===== src/hdl/flash_pkg.sv =====
`default_nettype none

package flash_pkg;

	localparam int HOST_AW = 4;
	localparam int HOST_DW = 16;

	localparam logic [3:0] REG_ADDR_LO   = 4'd0;
	localparam logic [3:0] REG_ADDR_HI   = 4'd1;
	localparam logic [3:0] REG_CMD       = 4'd2;
	localparam logic [3:0] REG_DATA      = 4'd3;
	localparam logic [3:0] REG_STATUS    = 4'd4;
	localparam logic [3:0] REG_DMA_ADDR  = 4'd5;
	localparam logic [3:0] REG_DMA_COUNT = 4'd6;

	localparam logic [7:0] CMD_READ = 8'h03;
	localparam logic [7:0] CMD_WAKE = 8'hAB;

	// Clock cycles per SPI bit and the tick on which SCK rises.
	localparam int FAST_TICKS    = 2;
	localparam int SLOW_TICKS    = 8;
	localparam int SCK_RISE_FAST = 0;
	localparam int SCK_RISE_SLOW = 4;

	localparam int CMD_BITS  = 8;
	localparam int ADDR_BITS = 24;
	localparam int WORD_BITS = 16;

	typedef struct packed {
		logic [22:0] flash_addr;
		logic [15:0] dma_addr;
		logic [15:0] dma_count;
	} flash_cfg_t;

	typedef struct packed {
		logic [15:0] addr;
		logic [15:0] data;
	} dma_wr_t;

	typedef struct packed {
		logic [23:0] shift;	// Left aligned, MSB goes out first.
		logic [4:0] bits;
		logic slow;
		logic rx;
	} spi_phase_t;

	typedef enum logic [2:0] {
		idle,
		send_cmd,
		send_addr,
		get_data,
		mem_wr,
		finish,
		send_wake
	} ctrl_state_e;

endpackage

`default_nettype wire


===== src/hdl/flash_regs.sv =====
`timescale 1ns/1ps
`default_nettype none

module flash_regs (
	input wire CLK,
	input wire RSTb,
	input wire [flash_pkg::HOST_AW-1:0] address,
	input wire [flash_pkg::HOST_DW-1:0] data_in,
	input wire wr,
	input wire start,
	input wire finish,
	input wire [15:0] rx_word,
	output logic [flash_pkg::HOST_DW-1:0] data_out,
	output flash_pkg::flash_cfg_t cfg,
	output logic go,
	output logic wake
);

	logic [15:0] addr_lo;
	logic [6:0] addr_hi;
	logic [15:0] dma_addr;
	logic [15:0] dma_count;
	logic done;
	logic cmd_wr;

	assign cmd_wr = wr && (address == flash_pkg::REG_CMD);

	always_ff @(posedge CLK) begin
		if (!RSTb) begin
			addr_lo   <= '0;
			addr_hi   <= '0;
			dma_addr  <= '0;
			dma_count <= '0;
			go        <= 1'b0;
			wake      <= 1'b0;
		end else begin
			go   <= cmd_wr & data_in[0];
			wake <= cmd_wr & data_in[1] & ~data_in[0];	// Go wins.
			if (wr) begin
				case (address)
					flash_pkg::REG_ADDR_LO:   addr_lo   <= data_in;
					flash_pkg::REG_ADDR_HI:   addr_hi   <= data_in[6:0];
					flash_pkg::REG_DMA_ADDR:  dma_addr  <= data_in;
					flash_pkg::REG_DMA_COUNT: dma_count <= data_in;
					default: ;
				endcase
			end
		end
	end

	// Done drops when a transaction starts and rises as it ends.
	always_ff @(posedge CLK) begin
		if (!RSTb) begin
			done <= 1'b0;
		end else if (start) begin
			done <= 1'b0;
		end else if (finish) begin
			done <= 1'b1;
		end
	end

	always_comb begin
		cfg.flash_addr = {addr_hi, addr_lo};
		cfg.dma_addr   = dma_addr;
		cfg.dma_count  = dma_count;
	end

	always_comb begin
		case (address)
			flash_pkg::REG_DATA:   data_out = {rx_word[7:0], rx_word[15:8]};	// Flash byte order.
			flash_pkg::REG_STATUS: data_out = {15'd0, done};
			default:               data_out = '0;
		endcase
	end

endmodule

`default_nettype wire


===== src/hdl/spi_bit_engine.sv =====
`timescale 1ns/1ps
`default_nettype none

module spi_bit_engine (
	input wire CLK,
	input wire RSTb,
	input wire phase_start,
	input wire flash_pkg::spi_phase_t phase,
	input wire hold_high,
	input wire miso,
	output logic phase_done,
	output logic [15:0] rx_word,
	output logic sck,
	output logic mosi
);

	logic busy;
	logic [2:0] tick;
	logic [4:0] bit_cnt;
	logic [4:0] bits_q;
	logic slow_q;
	logic rx_q;
	logic [23:0] shift_q;
	logic rise_tick;
	logic last_tick;
	logic last_bit;

	always_comb begin
		if (slow_q) begin
			rise_tick = (tick == 3'(flash_pkg::SCK_RISE_SLOW));
			last_tick = (tick == 3'(flash_pkg::SLOW_TICKS - 1));
		end else begin
			rise_tick = (tick == 3'(flash_pkg::SCK_RISE_FAST));
			last_tick = (tick == 3'(flash_pkg::FAST_TICKS - 1));
		end
		last_bit = (bit_cnt == bits_q - 5'd1);
	end

	assign phase_done = busy & last_tick & last_bit;
	assign mosi       = busy & ~rx_q & shift_q[23];

	always_ff @(posedge CLK) begin
		if (!RSTb) begin
			busy    <= 1'b0;
			tick    <= '0;
			bit_cnt <= '0;
			bits_q  <= '0;
			slow_q  <= 1'b0;
			rx_q    <= 1'b0;
			sck     <= 1'b0;
			rx_word <= '0;
		end else begin
			if (busy) begin
				tick <= last_tick ? 3'd0 : tick + 3'd1;
				if (rise_tick) begin
					sck <= 1'b1;
					if (rx_q)
						rx_word <= {rx_word[14:0], miso};	// Sampled as SCK rises.
				end
				if (last_tick) begin
					sck     <= 1'b0;
					shift_q <= {shift_q[22:0], 1'b0};
					bit_cnt <= bit_cnt + 5'd1;
					if (last_bit)
						busy <= 1'b0;
				end
			end

			// A new phase may be loaded on the last tick of the previous one.
			if (phase_start) begin
				busy    <= 1'b1;
				tick    <= '0;
				bit_cnt <= '0;
				bits_q  <= phase.bits;
				slow_q  <= phase.slow;
				rx_q    <= phase.rx;
				shift_q <= phase.shift;
				sck     <= 1'b0;
			end

			if (hold_high)
				sck <= 1'b1;	// Left high after the transaction.
		end
	end

endmodule

`default_nettype wire


===== src/hdl/flash_read_ctrl.sv =====
`timescale 1ns/1ps
`default_nettype none

module flash_read_ctrl (
	input wire CLK,
	input wire RSTb,
	input wire go,
	input wire wake,
	input wire flash_pkg::flash_cfg_t cfg,
	input wire phase_done,
	input wire [15:0] rx_word,
	input wire wready,
	output logic start,
	output logic finish,
	output logic phase_start,
	output flash_pkg::spi_phase_t phase,
	output logic hold_high,
	output logic csb,
	output logic wvalid,
	output flash_pkg::dma_wr_t dma,
	output logic irq
);

	flash_pkg::ctrl_state_e state;
	logic [15:0] count_q;
	flash_pkg::spi_phase_t cmd_phase;
	flash_pkg::spi_phase_t addr_phase;
	flash_pkg::spi_phase_t data_phase;
	flash_pkg::spi_phase_t wake_phase;

	always_comb begin
		cmd_phase.shift  = {flash_pkg::CMD_READ, 16'h0000};
		cmd_phase.bits   = 5'(flash_pkg::CMD_BITS);
		cmd_phase.slow   = 1'b0;
		cmd_phase.rx     = 1'b0;

		addr_phase.shift = {1'b0, cfg.flash_addr};
		addr_phase.bits  = 5'(flash_pkg::ADDR_BITS);
		addr_phase.slow  = 1'b0;
		addr_phase.rx    = 1'b0;

		data_phase.shift = '0;
		data_phase.bits  = 5'(flash_pkg::WORD_BITS);
		data_phase.slow  = 1'b0;
		data_phase.rx    = 1'b1;

		wake_phase.shift = {flash_pkg::CMD_WAKE, 16'h0000};
		wake_phase.bits  = 5'(flash_pkg::CMD_BITS);
		wake_phase.slow  = 1'b1;	// Device is still asleep, so go slow.
		wake_phase.rx    = 1'b0;
	end

	// Phases chain straight on from phase_done so no SPI cycle is lost.
	always_comb begin
		phase_start = 1'b0;
		phase       = data_phase;
		case (state)
			flash_pkg::send_cmd: begin
				phase = cmd_phase;
				if (start) begin
					phase_start = 1'b1;
				end else if (phase_done) begin
					phase       = addr_phase;
					phase_start = 1'b1;
				end
			end
			flash_pkg::send_wake: begin
				phase       = wake_phase;
				phase_start = start;
			end
			flash_pkg::send_addr: phase_start = phase_done;
			flash_pkg::mem_wr:    phase_start = wready && (count_q != 16'd0);
			default: ;
		endcase
	end

	assign finish    = (state == flash_pkg::finish);
	assign hold_high = finish;
	assign irq       = finish;

	always_ff @(posedge CLK) begin
		if (!RSTb) begin
			state  <= flash_pkg::idle;
			start  <= 1'b0;
			csb    <= 1'b1;
			wvalid <= 1'b0;
		end else begin
			start <= 1'b0;
			if (start)
				csb <= 1'b0;

			case (state)
				flash_pkg::idle: begin
					if (go) begin
						state   <= flash_pkg::send_cmd;
						start   <= 1'b1;
						dma.addr <= cfg.dma_addr;
						count_q <= cfg.dma_count;
					end else if (wake) begin
						state <= flash_pkg::send_wake;
						start <= 1'b1;
					end
				end
				flash_pkg::send_cmd: begin
					if (phase_done)
						state <= flash_pkg::send_addr;
				end
				flash_pkg::send_addr: begin
					if (phase_done)
						state <= flash_pkg::get_data;
				end
				flash_pkg::get_data: begin
					if (phase_done) begin
						state    <= flash_pkg::mem_wr;
						wvalid   <= 1'b1;
						dma.data <= {rx_word[7:0], rx_word[15:8]};
					end
				end
				flash_pkg::mem_wr: begin
					if (wready) begin
						wvalid   <= 1'b0;
						dma.addr <= dma.addr + 16'd1;
						count_q  <= count_q - 16'd1;
						if (count_q == 16'd0)
							state <= flash_pkg::finish;	// Count was the last index.
						else
							state <= flash_pkg::get_data;
					end
				end
				flash_pkg::send_wake: begin
					if (phase_done)
						state <= flash_pkg::finish;
				end
				flash_pkg::finish: begin
					csb   <= 1'b1;
					state <= flash_pkg::idle;
				end
				default: state <= flash_pkg::idle;
			endcase
		end
	end

endmodule

`default_nettype wire


===== src/hdl/spi_flash.sv =====
`timescale 1ns/1ps
`default_nettype none

module spi_flash (
	input wire CLK,
	input wire RSTb,
	input wire [flash_pkg::HOST_AW-1:0] address,
	input wire [flash_pkg::HOST_DW-1:0] data_in,
	output logic [flash_pkg::HOST_DW-1:0] data_out,
	input wire wr,
	output logic mosi,
	input wire miso,
	output logic sck,
	output logic csb,
	output logic wvalid,
	input wire wready,
	output logic [15:0] memory_address,
	output logic [15:0] memory_data,
	output logic irq
);

	flash_pkg::flash_cfg_t cfg;
	flash_pkg::spi_phase_t phase;
	flash_pkg::dma_wr_t dma;
	logic go;
	logic wake;
	logic start;
	logic finish;
	logic phase_start;
	logic phase_done;
	logic hold_high;
	logic [15:0] rx_word;

	assign memory_address = dma.addr;
	assign memory_data    = dma.data;

	flash_regs i_flash_regs (
		.CLK      (CLK),
		.RSTb     (RSTb),
		.address  (address),
		.data_in  (data_in),
		.wr       (wr),
		.start    (start),
		.finish   (finish),
		.rx_word  (rx_word),
		.data_out (data_out),
		.cfg      (cfg),
		.go       (go),
		.wake     (wake)
	);

	flash_read_ctrl i_flash_read_ctrl (
		.CLK         (CLK),
		.RSTb        (RSTb),
		.go          (go),
		.wake        (wake),
		.cfg         (cfg),
		.phase_done  (phase_done),
		.rx_word     (rx_word),
		.wready      (wready),
		.start       (start),
		.finish      (finish),
		.phase_start (phase_start),
		.phase       (phase),
		.hold_high   (hold_high),
		.csb         (csb),
		.wvalid      (wvalid),
		.dma         (dma),
		.irq         (irq)
	);

	spi_bit_engine i_spi_bit_engine (
		.CLK         (CLK),
		.RSTb        (RSTb),
		.phase_start (phase_start),
		.phase       (phase),
		.hold_high   (hold_high),
		.miso        (miso),
		.phase_done  (phase_done),
		.rx_word     (rx_word),
		.sck         (sck),
		.mosi        (mosi)
	);

endmodule

`default_nettype wire


===== config.mk =====
export PLATFORM = sky130hd
export DESIGN_NAME = spi_flash
export DESIGN_NICKNAME = d
export VERILOG_FILES = /design/src/hdl/flash_pkg.sv /design/src/hdl/flash_regs.sv /design/src/hdl/spi_bit_engine.sv /design/src/hdl/flash_read_ctrl.sv /design/src/hdl/spi_flash.sv
export SDC_FILE = /design/constraint.sdc
export NUM_CORES = 1
export LEC_CHECK = 0
export BUFFER_PORTS_ARGS = -buffer_cell sky130_fd_sc_hd__buf_4
export CAP_MARGIN = 20
export CORE_ASPECT_RATIO = 0.8
export CORE_UTILIZATION = 55
export DETAILED_ROUTE_END_ITERATION = 16
export HOLD_SLACK_MARGIN = 0.1
export PLACE_DENSITY = 0.81
export SLEW_MARGIN = 20
export SYNTH_ARGS = -nofsm -noshare
export SYNTH_HDL_FRONTEND = slang
export SYNTH_SLANG_ARGS = --single-unit

===== constraint.sdc =====
create_clock -name CLK -period 3.55 [get_ports CLK]
set_input_delay 0.1775 -clock CLK [delete_from_list [all_inputs] [get_ports CLK]]
set_output_delay 0.1775 -clock CLK [all_outputs]
set_load 0.005 [all_outputs]

==> impl_results.md, run 1 <==
- Total of max-cap violations: 0
- Drt first pass iters: 5
- Cells after DPL: 896
- Nature of the critical path startpoint: register
- Layout Nets: ~800
- Peak fanout along the critical path: 16
- Row Count: 36
- P_leak: 0.003337 uW
- IO Count: about 80
- Residual DRC: 0
- Vias in the first global route: between 5,000 and 6,000
- First-pass GRT wire length: between 20,000 and 30,000 um
- Net Sw Frac: between 20% and 30%
- Post-CTS Setup Bufs: 0
- Syn Inst Count: 678
- Die W: 129.9 um
- Adder-Cell Fraction of Synth Area: 0.8694%
- Post-synthesis compound-gate area fraction: a little under a tenth
- Post-route clock period utilization: a little over two thirds
- Layout Cells excl Fill: 950
- Area Growth Syn to Fin: 21.42%
- Hold Crit Class: in2reg
- Post-Syn Area per Cell: 10.61 um^2
- Most common cell after layout, fill and taps aside: dfxtp_1
- Max Clk Rate: 399.2 MHz
- Post-synth EDFFs: 72
- Syn Std Cell Area: approximately 7000 um^2
- FF+latch count, synth: 166
- Post-Synth Simple-Gate Area: 17.74%
- Total number of vias: 5,316
- Post-layout util: 70.03%
- XOR/XNOR Fraction of Synth Area: ~4.3%
- Hold WS: 0.1975 ns
- TritonCTS clock tree: yes
- Tot GR Track Use: 24.98%
- Crit path kind: reg2reg
- Largest family of logic cells by synthesized area: simple AND/OR/NAND/NOR gates
- Port Buffers: between 70 and 80
- Global route overflow: 0
- Relative slew slack: between 40% and 50%
- Synth warnings: 0
- Yosys cell types: 55
- RePlAce Congestion: 0.8820
- Synth Flop Type: dfxtp_1
- Hpwl dp: around 11,000 um
- Clock Skew: 0.009615 ns
- PD cells: 518.9 nW/um^2
- Minimum clock period: approximately 2.5 ns
- Avg WL per Cell: 16.76 um
- Fraction of synthesized area in multiplexers: ~8.3%
- NetSw: about 1100 uW
- Final ANT Viol Nets: 0
- Status: completed
- Worst skew pair latency: 0.42 ns
- Seq/Total Area, Yosys: between 50% and 60%
- Die Span Y: about 100 um
- Net Count, Synth: 708
- Final hold vios: 0
- Internal power: between 3000 and 4000 uW
- Combinational power share: about a tenth
- Antenna diodes: 0
- Total chip power: between 4000 and 5000 uW
- CTS root buffer: clkbuf_16
- Flop pwr share: 47.8%
- Setup crit end kind: register
- Die area: 13,550 um^2
- Max-slew violations: 0
- Iteration-0 DRC Markers: between 400 and 500
- H-tree level count: 4
- Worst IR drop on VDD: 349.4 uV
- RSZ-0062 raised after global routing: no
- Clock Sinks: roughly 170
- Initial Util: between 50% and 60%
- Setup TNS: 0 ns
- Via-to-Cell Ratio: 5.596
- Core Footprint: 12,480 um^2
- Clk pin slew, worst setup/hold paths: 0.06 ns
- DRT Wirelength: ~16,000 um
- Largest net degree at the start of global routing: 63
- Clock share of power: 42.3%
- CP arrival: 2.62 ns
- Commonest non-fill, non-tap cells in the layout: 94 x dfxtp_1, 91 x nand2_1, 86 x buf_4, 78 x nor2_1, 72 x edfxtp_1
- FILL cells: 916
- Final setup vio count: 0
- Share of layout cells above drive strength 1: 17.84%
- Measured slew at the worst slew-check pin: 0.8882 ns
- CTS Buffer Depth: 2
- CTS buffer count: 17
- Worst Path Required: 3.66 ns
- FFs w/ async S/R, synth: 0%
- Initial antenna violation count: 0
## state kept, by name (all words and copies together) (netlist names), 3 cells and up
name                       count
i_spi_bit_engine.shift_q      24
i_spi_bit_engine.bit_cnt       5
i_flash_regs.dma_count        16
i_spi_bit_engine.tick          3
i_flash_regs.addr_hi           7
i_flash_read_ctrl.count_q     16
i_flash_regs.addr_lo          16
i_flash_regs.dma_addr         16
i_spi_bit_engine.rx_word      16
i_flash_read_ctrl.dma         32
i_flash_read_ctrl.state        3
## kinds of logic after synthesis
kind of cell	after synthesis
and+or+nand+nor	261
buffers and inverters	52
adders and majority gates	5
DFF	166
muxes	59
AOI/OAI and AO/OA	100
xor gates and xnor gates	35
## cell type report
cell class	instances	area [um^2]	share of cell area, %
Clock inverter	15	192.7	2.205
Inverter	13	48.80	0.5585
Sequential cell	166	4044	46.28
Timing Repair Buffer	108	865.8	9.910
Tap cell	171	214.0	2.449
Multi-Input combinational cell	460	2947	33.72
Clock buffer	17	425.4	4.869
## metal layers
layer / GRT usage, % / vias to the layer above / routed length (um) / part of all wire [%]
met5: 0 / - / 0 / 0
met1: 33.24 / 2552 / 7233 / 45
met4: 6.229 / 0 / 154 / 0.97
li1: - / 2566 / - / -
met3: 5.556 / 18 / 876 / 5.5
met2: 41.10 / 180 / 7659 / 48
## timing repair
action / 4_1_cts / 5_1_grt
hold buffers: 22 / 0
gates resized for setup: 0 / 0
hold endpoints to repair: 60 / 0
## final timing paths
kind	from	to	slack, ns	depth (start not counted)
max	i_spi_bit_engine.bit_cnt[0]	i_flash_read_ctrl.dma[15]	1.05	7
min	address[3]	i_flash_regs.go	0.20	4
max reg2reg	i_spi_bit_engine.bit_cnt[0]	i_flash_read_ctrl.dma[15]	1.05	7
min reg2reg	i_flash_regs.addr_lo[15]	i_flash_regs.addr_lo[15]	0.46	2
## synth_stat cells, types with 2 or more instances
cell type  instances  area (um^2)
dfxtp_1           94         1882
nand2_1           91        341.6
nor2_1            80        300.3
edfxtp_1          72         2162
mux2i_1           57        570.6
o21ai_0           32        160.2
clkbuf_1          25        93.84
a21oi_1           24        120.1
xor2_1            21        183.9
and2_1            19        118.9
a22o_1            18        157.7
xnor2_1           14        122.6
inv_1             13        48.80
and3_1            12        75.07
nand3_1           10        50.05
nor3_1             9        45.04
buf_2              7        35.03
nor3b_1            6        45.04
nor4_1             6        37.54
ha_1               5        62.56
nand4_1            4        25.02
or3_1              4        25.02
or4_1              4        30.03
buf_1              3        11.26
buf_6              3        33.78
nand3b_1           3        22.52
nand4b_1           3        26.28
a21oi_4            2        32.53
a221o_1            2        20.02
a31o_1             2        17.52
a31oi_1            2        12.51
a32oi_1            2        17.52
and4_1             2        17.52
nor4_4             2        42.54
o21a_1             2        15.01
o22ai_1            2        12.51
o2bb2ai_1          2        17.52
o31ai_1            2        15.01
## power groups by stage
stage,sequential [uW],combinational [uW],clock [uW]
floorplan,2170,316,0
global placement,2200,404,0
detailed placement,2210,419,0
CTS,2170,443,1940
global route,2180,492,2020
finish,2170,446,1920
## through the flow
| stage | setup slack [ns] | area, um^2 |
|---|---|---|
| floorplan | 0.9032 | 7196 |
| global placement | 1.172 | 7894 |
| detailed placement | 1.087 | 7894 |
| CTS | 1.061 | 8732 |
| global route | 0.8569 | 8737 |
| finish | 1.045 | 8737 |
## worst max-delay path: stages (launching register included)
cell	delay (ns)
dfxtp_1	0.36
ha_1	0.21
nand4b_1	0.13
mux2i_2	0.39
nand3_1	0.31
or3_1	0.44
nor2_1	0.10
buf_4	0.25
Note: power is estimated with default switching activity, not from simulation.
==> run 2, diff against run 1 <==
--- a/config.mk
+++ b/config.mk
@@ -8,10 +8,10 @@
 export BUFFER_PORTS_ARGS = -buffer_cell sky130_fd_sc_hd__buf_4
 export CAP_MARGIN = 20
 export CORE_ASPECT_RATIO = 0.8
-export CORE_UTILIZATION = 55
+export CORE_UTILIZATION = 53
 export DETAILED_ROUTE_END_ITERATION = 16
 export HOLD_SLACK_MARGIN = 0.1
-export PLACE_DENSITY = 0.81
+export PLACE_DENSITY = 0.82
 export SLEW_MARGIN = 20
 export SYNTH_ARGS = -nofsm -noshare
 export SYNTH_HDL_FRONTEND = slang
==> constraint.sdc (replaced) <==
create_clock -name CLK -period 2 [get_ports CLK]
set_input_delay 0.1 -clock CLK [delete_from_list [all_inputs] [get_ports CLK]]
set_output_delay 0.1 -clock CLK [all_outputs]
set_load 0.005 [all_outputs]
==> run 2 against run 1 <==
Compared with the run above:
- the flow now finishes with violations (negative setup slack)
- critical path depth grew 1
- largest power group unchanged
- combinational power grew 120%
- first-iteration DRC count grew 35%
- clock power grew 74%
- worst setup slack lost 1.1 ns
- core utilization grew 0.82 points
- routed wire length grew 6.7%
- fmax grew 20%
- sequential share of layout area shrank 2.5 points
- non-clock buffer count grew 39
- largest cell class unchanged
- global-route usage is essentially flat
==> impl_results.md, run 2 (synthesis results as in run 1) <==
- Worst IR drop on VDD: 699.8 uV
- Worst R2R Path Depth: 8
- Setup crit end kind: register
- Top Registers: i_flash_read_ctrl.dma (32), i_spi_bit_engine.shift_q (24)
- CTS Buffer Depth: 2
- Multi-input logic area: 3070 um^2
- CTS root buffer: clkbuf_16
- Combinational power share: 12.2%
- RePlAce Congestion: 0.9017
- Status: finished, violations left
- First-pass GRT wire length: roughly 27,000 um
- Final ANT Viol Nets: 0
- Port Buffers: 77
- Cells after DPL: 934
- Peak fanout along the critical path: 17
- Nature of the critical path startpoint: register
- Clock Sinks: around 170
- Flop pwr share: 46.7%
- Core Footprint: 13,060 um^2
- Minimum clock period: 2.091 ns
- Reg2reg start: i_flash_read_ctrl.count_q[1]
- Net Sw Frac: 24.87%
- Drt first pass iters: 6
- Iteration-0 DRC Markers: 569
- Initial Util: 55.12%
- Largest net degree at the start of global routing: 63
- CTS buffer count: 17
- Clock share of power: 41.1%
- DRT Wirelength: 17,000 um
- Total chip power: just over 8000 uW
- Hpwl dp: approximately 11,000 um
- RR Endpoint: i_spi_bit_engine.shift_q[7]
- RSZ-0062 raised after global routing: yes
- Via-to-Cell Ratio: 5.603
- Post-route clock period utilization: 104.5%
- Layout Cells excl Fill: 994
- CP arrival: about 2.4 ns
- Avg WL per Cell: 17.10 um
- PD cells: just under 900 nW/um^2
- Relative slew slack: between 40 and 50%
- H-tree level count: 4
- Largest register FFs: 32
- IO Count: 78
- Hold WS: ~0.22 ns
- Residual DRC: 0
- R2r setup slk: -0.09 ns
- Internal power: 6131 uW
- Total number of vias: 5,569
- WHS Endpoint: i_flash_regs.go
- P_leak: 0.003574 uW
- FILL cells: 902
- Clk pin slew, worst setup/hold paths: 0.07 ns
- Layout Nets: between 800 and 900
- Post-layout util: 70.85%
- NetSw: between 2000 and 2500 uW
- Final hold vios: 0
- Worst Path Required: 2.31 ns
- Antenna diodes: 0
- Hold path start: address[3]
- Worst skew pair latency: about 0.43 ns
- Clock Skew: approximately 0.013 ns
- TritonCTS clock tree: yes
- Most common cell after layout, fill and taps aside: buf_4
- Final setup vio count: between 40 and 50
- Vias in the first global route: 5,528
- Crit path kind: reg2reg
- Hold Crit Class: in2reg
- Tot GR Track Use: 25.00%
- Max-slew violations: 0
- Max Clk Rate: approximately 480 MHz
- Largest stage delay on the critical path: between 0.3 and 0.4 ns
- Family with the most delay on the worst path: compound AO/OA/AOI/OAI gates
- Measured slew at the worst slew-check pin: approximately 0.76 ns
- Final setup margin: -0.09082 ns
- Die W: 132.3 um
- Commonest non-fill, non-tap cells in the layout: 117 x buf_4, 91 x dfxtp_1, 90 x nand2_1, 76 x nor2_1, 72 x edfxtp_1
- Failing checks: negative setup slack
- WHS Path Cells: 4
- Global route overflow: 0
- Row Count: 37
- Die Span Y: 106.2 um
- Buf/Inv on CP: 2
- Share of layout cells above drive strength 1: 23.81%
- Initial antenna violation count: 0
- Area Growth Syn to Fin: 28.53%
- Register area: between 4000 and 5000 um^2
- CP Cell Sequence: inv_1 > ha_2 > nor3b_4 > nand4_2 > a31o_4 > a41oi_4 > clkbuf_16 > a22o_1
- Largest Register: i_flash_read_ctrl.dma
- Total of max-cap violations: 0
- Crit-path slowest cell: edfxtp_1
- Die area: ~14,000 um^2
run 2: cell types whose count changed in the layout (fill, tap and decap cells not counted), moves of 3 or more:
cell / before / now
buf_12: 0 / 5
buf_4: 86 / 117
dfxtp_1: 94 / 91
dfxtp_2: 0 / 3
nor2_4: 0 / 4
run 2: layout make-up:
| class | count | share of cell area (%) |
|---|---|---|
| clock buffer | 18 | 4.640 |
| clock inverter | 14 | 1.880 |
| inverter | 13 | 0.5276 |
| multi-input combinational | 461 | 33.20 |
| sequential | 166 | 43.76 |
| tap | 175 | 2.367 |
| timing repair buffer | 147 | 13.62 |
run 2: worst reg2reg max path, stage by stage, from the launching register on:
cell and delay, ns:
edfxtp_1 0.39, inv_1 0.07, ha_2 0.18, nor3b_4 0.26, nand4_2 0.17, a31o_4 0.29
a41oi_4 0.25, clkbuf_16 0.23, a22o_1 0.14
run 2: per-layer routing:
metal,share of wire (%),routed length (um),global-route usage (%),vias to the layer above
met2,48,8216,42.52,217
met4,2.2,372,9.852,0
met3,6.2,1062,4.578,27
met5,0,0,0,-
met1,43,7343,31.78,2673
li1,-,-,-,2652
run 2: repair_timing:
item                                   CTS  global route
resized for setup                        7            10
buffers inserted                         2             1
cloned                                   0             3
hold buffers                            22             0
endpoints found under the hold margin   68             0
setup endpoints to repair               70            83
pin swaps                                3             5
run 2: power groups by stage:
stage	registers, uW	logic [uW]	clock network, uW
6_report	3810	995	3350
5_1_grt	3830	1080	3530
4_1_cts	3810	954	3370
3_5_place_dp	3880	907	0
3_3_place_gp	3870	872	0
2_1_floorplan	3860	588	0
run 2: how the worst max path moves through the flow:
stage                     slack, ns                          from  depth (start not counted)                             to
after floorplan               -0.19      i_spi_bit_engine.tick[2]                          5       i_flash_read_ctrl.dma[0]
after global placement         0.03      i_spi_bit_engine.tick[1]                          6       i_flash_read_ctrl.dma[2]
after detailed placement      -0.09  i_flash_read_ctrl.count_q[1]                          8  i_flash_read_ctrl.count_q[14]
after CTS                     -0.09  i_flash_read_ctrl.count_q[1]                          8    i_spi_bit_engine.shift_q[5]
after global routing          -0.18  i_flash_read_ctrl.count_q[1]                          8    i_spi_bit_engine.bit_cnt[2]
final                         -0.09  i_flash_read_ctrl.count_q[1]                          8    i_spi_bit_engine.shift_q[7]
run 2: per-stage QoR:
| step | TNS (ns) | area (um^2) | setup slack [ns] |
|---|---|---|---|
| final | -2.298 | 9249 | -0.09082 |
| after global routing | -7.842 | 9249 | -0.1790 |
| after CTS | -1.942 | 9140 | -0.09369 |
| after detailed placement | -1.769 | 8283 | -0.08683 |
| after global placement | 0 | 8283 | 0.03193 |
| after floorplan | -3.308 | 7267 | -0.1944 |
==> run 3, diff against run 2 <==
--- a/config.mk
+++ b/config.mk
@@ -15,4 +15,5 @@
 export SLEW_MARGIN = 20
 export SYNTH_ARGS = -nofsm -noshare
 export SYNTH_HDL_FRONTEND = slang
+export SYNTH_HIERARCHICAL = 1
 export SYNTH_SLANG_ARGS = --single-unit
==> run 3 against run 2 <==
Compared with the run above:
- the run still ends with negative setup slack left
- largest cell class unchanged
- non-clock buffer count grew 29
- hold slack worse by 0.052 ns
- first-iteration DRC count shrank 8.3%
- total power up 13%
- critical endpoint is now i_spi_bit_engine/shift_q[13]
- register-to-register slack lost 0.38 ns
==> impl_results.md, run 3 <==
- Status: finished, violations left
- Failing checks: negative setup slack
- Post-layout util: between 70% and 80%
- Area Growth Syn to Fin: 31.12%
- FILL cells: between 900 and 1,000
- Reg2reg start: i_spi_bit_engine/slow_q
- Max Clk Rate: 405.0 MHz
- PD cells: about 900 nW/um^2
- Final hold vios: 0
- Relative slew slack: 49.09%
- Largest area contributor in the netlist: edfxtp_1
- Fin area: 10,260 um^2
- Layout Nets: about 900
- Worst Path Required: 2.29 ns
- Via-to-Cell Ratio: roughly 5.7
- Most common cell after layout, fill and taps aside: buf_4
- Syn Std Cell Area: 7824 um^2
- Residual DRC: 0
- Share of layout cells above drive strength 1: 30.16%
- WHS Endpoint: i_flash_regs/dma_count[5]
- Syn Inst Count: 734
- Die area: roughly 15,000 um^2
- Post-route clock period utilization: 123.5%
- Post-synth top cells: 120 x nand2_1, 97 x dfxtp_1, 81 x mux2i_1
- CTS root buffer: clkbuf_16
- Vias in the first global route: 6,131
- Final setup margin: -0.4691 ns
- Post-Syn Area per Cell: 10.66 um^2
- Hold path start: data_in[5]
- Crit-path slowest cell: or3_4
- Yosys cell types: 58
- Iteration-0 DRC Markers: 522
- Total of max-cap violations: 0
- RR Endpoint: i_spi_bit_engine/shift_q[13]
- Pre-CTS setup slack: -0.4599 ns
- Nature of the critical path startpoint: register
- Most used cell, CP: buf_12
- Clock Sinks: 169
- FF+latch count, synth: 169
- DRT Wirelength: 19,890 um
- Largest Register: i_flash_read_ctrl/dma
- Worst skew pair latency: ~0.42 ns
- TritonCTS clock tree: yes
- Avg WL per Cell: 18.31 um
- Hpwl dp: 12,600 um
- Total number of vias: 6,213
- Crit path kind: reg2reg
- Measured slew at the worst slew-check pin: 0.7595 ns
- RePlAce Congestion: 0.9073
- Tot GR Track Use: 26.40%
- Initial antenna violation count: 0
- Global route overflow: 0
- Synth warnings: 6
- Top post-synthesis cells by area: edfxtp_1 28%, dfxtp_1 25%, mux2i_1 10%
- Commonest non-fill, non-tap cells in the layout: 141 x buf_4, 118 x nand2_1, 94 x dfxtp_1, 80 x mux2i_1, 72 x edfxtp_1
- First-pass GRT wire length: 30,800 um
- Most frequent cell after synthesis: nand2_1
- CP arrival: 2.76 ns
- Row Count: 39
- Setup crit end kind: register
- Seq/Total Area, Yosys: 52.45%
- FFs w/ async S/R, synth: 0%
- Largest register FFs: 32
- Largest net degree at the start of global routing: 50
- Worst IR drop on VDD: approximately 840 uV
- R2r setup slk: -0.47 ns
- Antenna diodes: 0
- Placed inst area: 9057 um^2
- Initial Util: 54.54%
- Die W: 137.8 um
- H-tree level count: 4
- Top Registers: i_flash_read_ctrl/dma (32), i_spi_bit_engine/shift_q (24)
- Clk pin slew, worst setup/hold paths: 0.07 ns
- Final ANT Viol Nets: 0
- IO Count: between 70 and 80
- Final setup vio count: 87
- Synth Flop Type: dfxtp_1
- WHS Path Cells: 3
- CTS Buffer Depth: 2
- Max-slew violations: 0
- Port Buffers: 77
- CP Cell Sequence: or3_4 > a21o_1 > nor4_2 > and3_4 > buf_6 > nand3b_1 > nor3_4 > buf_12 > buf_12 > and2_1 > mux2_2
- P_leak: 0.004060 uW
- Yosys top cell area share: around 28%
- Drt first pass iters: 5
- Peak fanout along the critical path: 11
- RSZ-0062 raised after global routing: yes
- Clock Skew: between 0.007 and 0.008 ns
- Largest stage delay on the critical path: 0.38 ns
- Post-synth EDFFs: 72
- Worst R2R Path Depth: 11
- Core Footprint: 14,350 um^2
- CTS buffer count: 17
- Die Span Y: 110.7 um
- Minimum clock period: roughly 2.5 ns
- Hold Crit Class: in2reg
run 3: cells by family (layout without fill, tap and decap cells):
group | count (synthesis) | after routing | share of synthesized area [%]
AO/OA/AOI/OAI | 69 | 69 | 5.949
XOR/XNOR | 34 | 34 | 3.806
adder cells (fa/ha/maj) | 6 | 6 | 0.9595
buffers and inverters | 60 | 226 | 3.966
flip-flops | 169 | 169 | 52.45
multiplexers | 104 | 104 | 13.67
other | 1 | 3 | 0.04793
AND/OR/NAND/NOR | 291 | 291 | 19.14
run 3: worst max-delay path: cells and delay by family (launching register included):
| kind | cells | cell delay (ns) |
|---|---|---|
| and+or+nand+nor | 6 | 1.30 |
| buffers and inverters | 3 | 0.36 |
| DFF | 1 | 0.32 |
| AOI/OAI and AO/OA | 1 | 0.19 |
| muxes | 1 | 0.16 |
run 3: metal layers:
metal  vias up  share of wire (%)  wire [um]  GRT usage, %
li1       2870                  -          -             -
met1      3032                 41       8160         33.37
met2       253                 48       9609         43.03
met3        58                7.6       1517         7.225
met4         0                3.0        601         9.348
met5         -                  0          0             0
run 3: area by class of cell:
cell class | instances | area, um^2 | share of cell area [%]
Inverter | 18 | 70.07 | 0.6830
Multi-Input combinational cell | 507 | 3651 | 35.59
Clock inverter | 15 | 181.4 | 1.769
Clock buffer | 17 | 425.4 | 4.147
Timing Repair Buffer | 176 | 1593 | 15.53
Tap cell | 184 | 230.2 | 2.244
Sequential cell | 169 | 4108 | 40.04
run 3: repair_timing:
item / in CTS / in global routing
pin swaps: 5 / 12
hold endpoints to repair: 32 / 0
endpoints found under the setup margin: 89 / 111
hold buffers: 16 / 0
resized for setup: 25 / 32
buffers inserted: 10 / 8
cloned: 3 / 2
run 3: through the flow:
step | power (uW) | hold slack, ns | TNS, ns | cells
floorplan | 4997 | 0.1758 | -30.10 | 736
global placement | 5472 | 0.2839 | -24.92 | 1021
detailed placement | 5556 | 0.2873 | -31.25 | 1021
CTS | 9044 | 0.1333 | -32.00 | 1080
global route | 9564 | 0.1358 | -38.82 | 1086
finish | 9200 | 0.1658 | -34.29 | 1086
run 3: worst max-delay path by stage:
stage / from / cells past startpoint / endpoint / slack (ns)
after floorplan: i_spi_bit_engine/slow_q / 9 / i_spi_bit_engine/shift_q[1] / -0.50
after global placement: i_spi_bit_engine/slow_q / 7 / i_spi_bit_engine/shift_q[16] / -0.39
after detailed placement: i_spi_bit_engine/bits_q[1] / 9 / i_spi_bit_engine/shift_q[16] / -0.46
after CTS: i_spi_bit_engine/bits_q[1] / 13 / i_spi_bit_engine/shift_q[21] / -0.45
after global routing: i_spi_bit_engine/slow_q / 11 / i_spi_bit_engine/shift_q[6] / -0.51
final: i_spi_bit_engine/slow_q / 11 / i_spi_bit_engine/shift_q[13] / -0.47
run 3: report_power, final:
group	leakage (uW)	internal, uW	switching, uW
clock network	0.000299	1900	1480
logic	0.00232	880	985
registers	0.00145	3820	136
total	0.00406	6600	2600
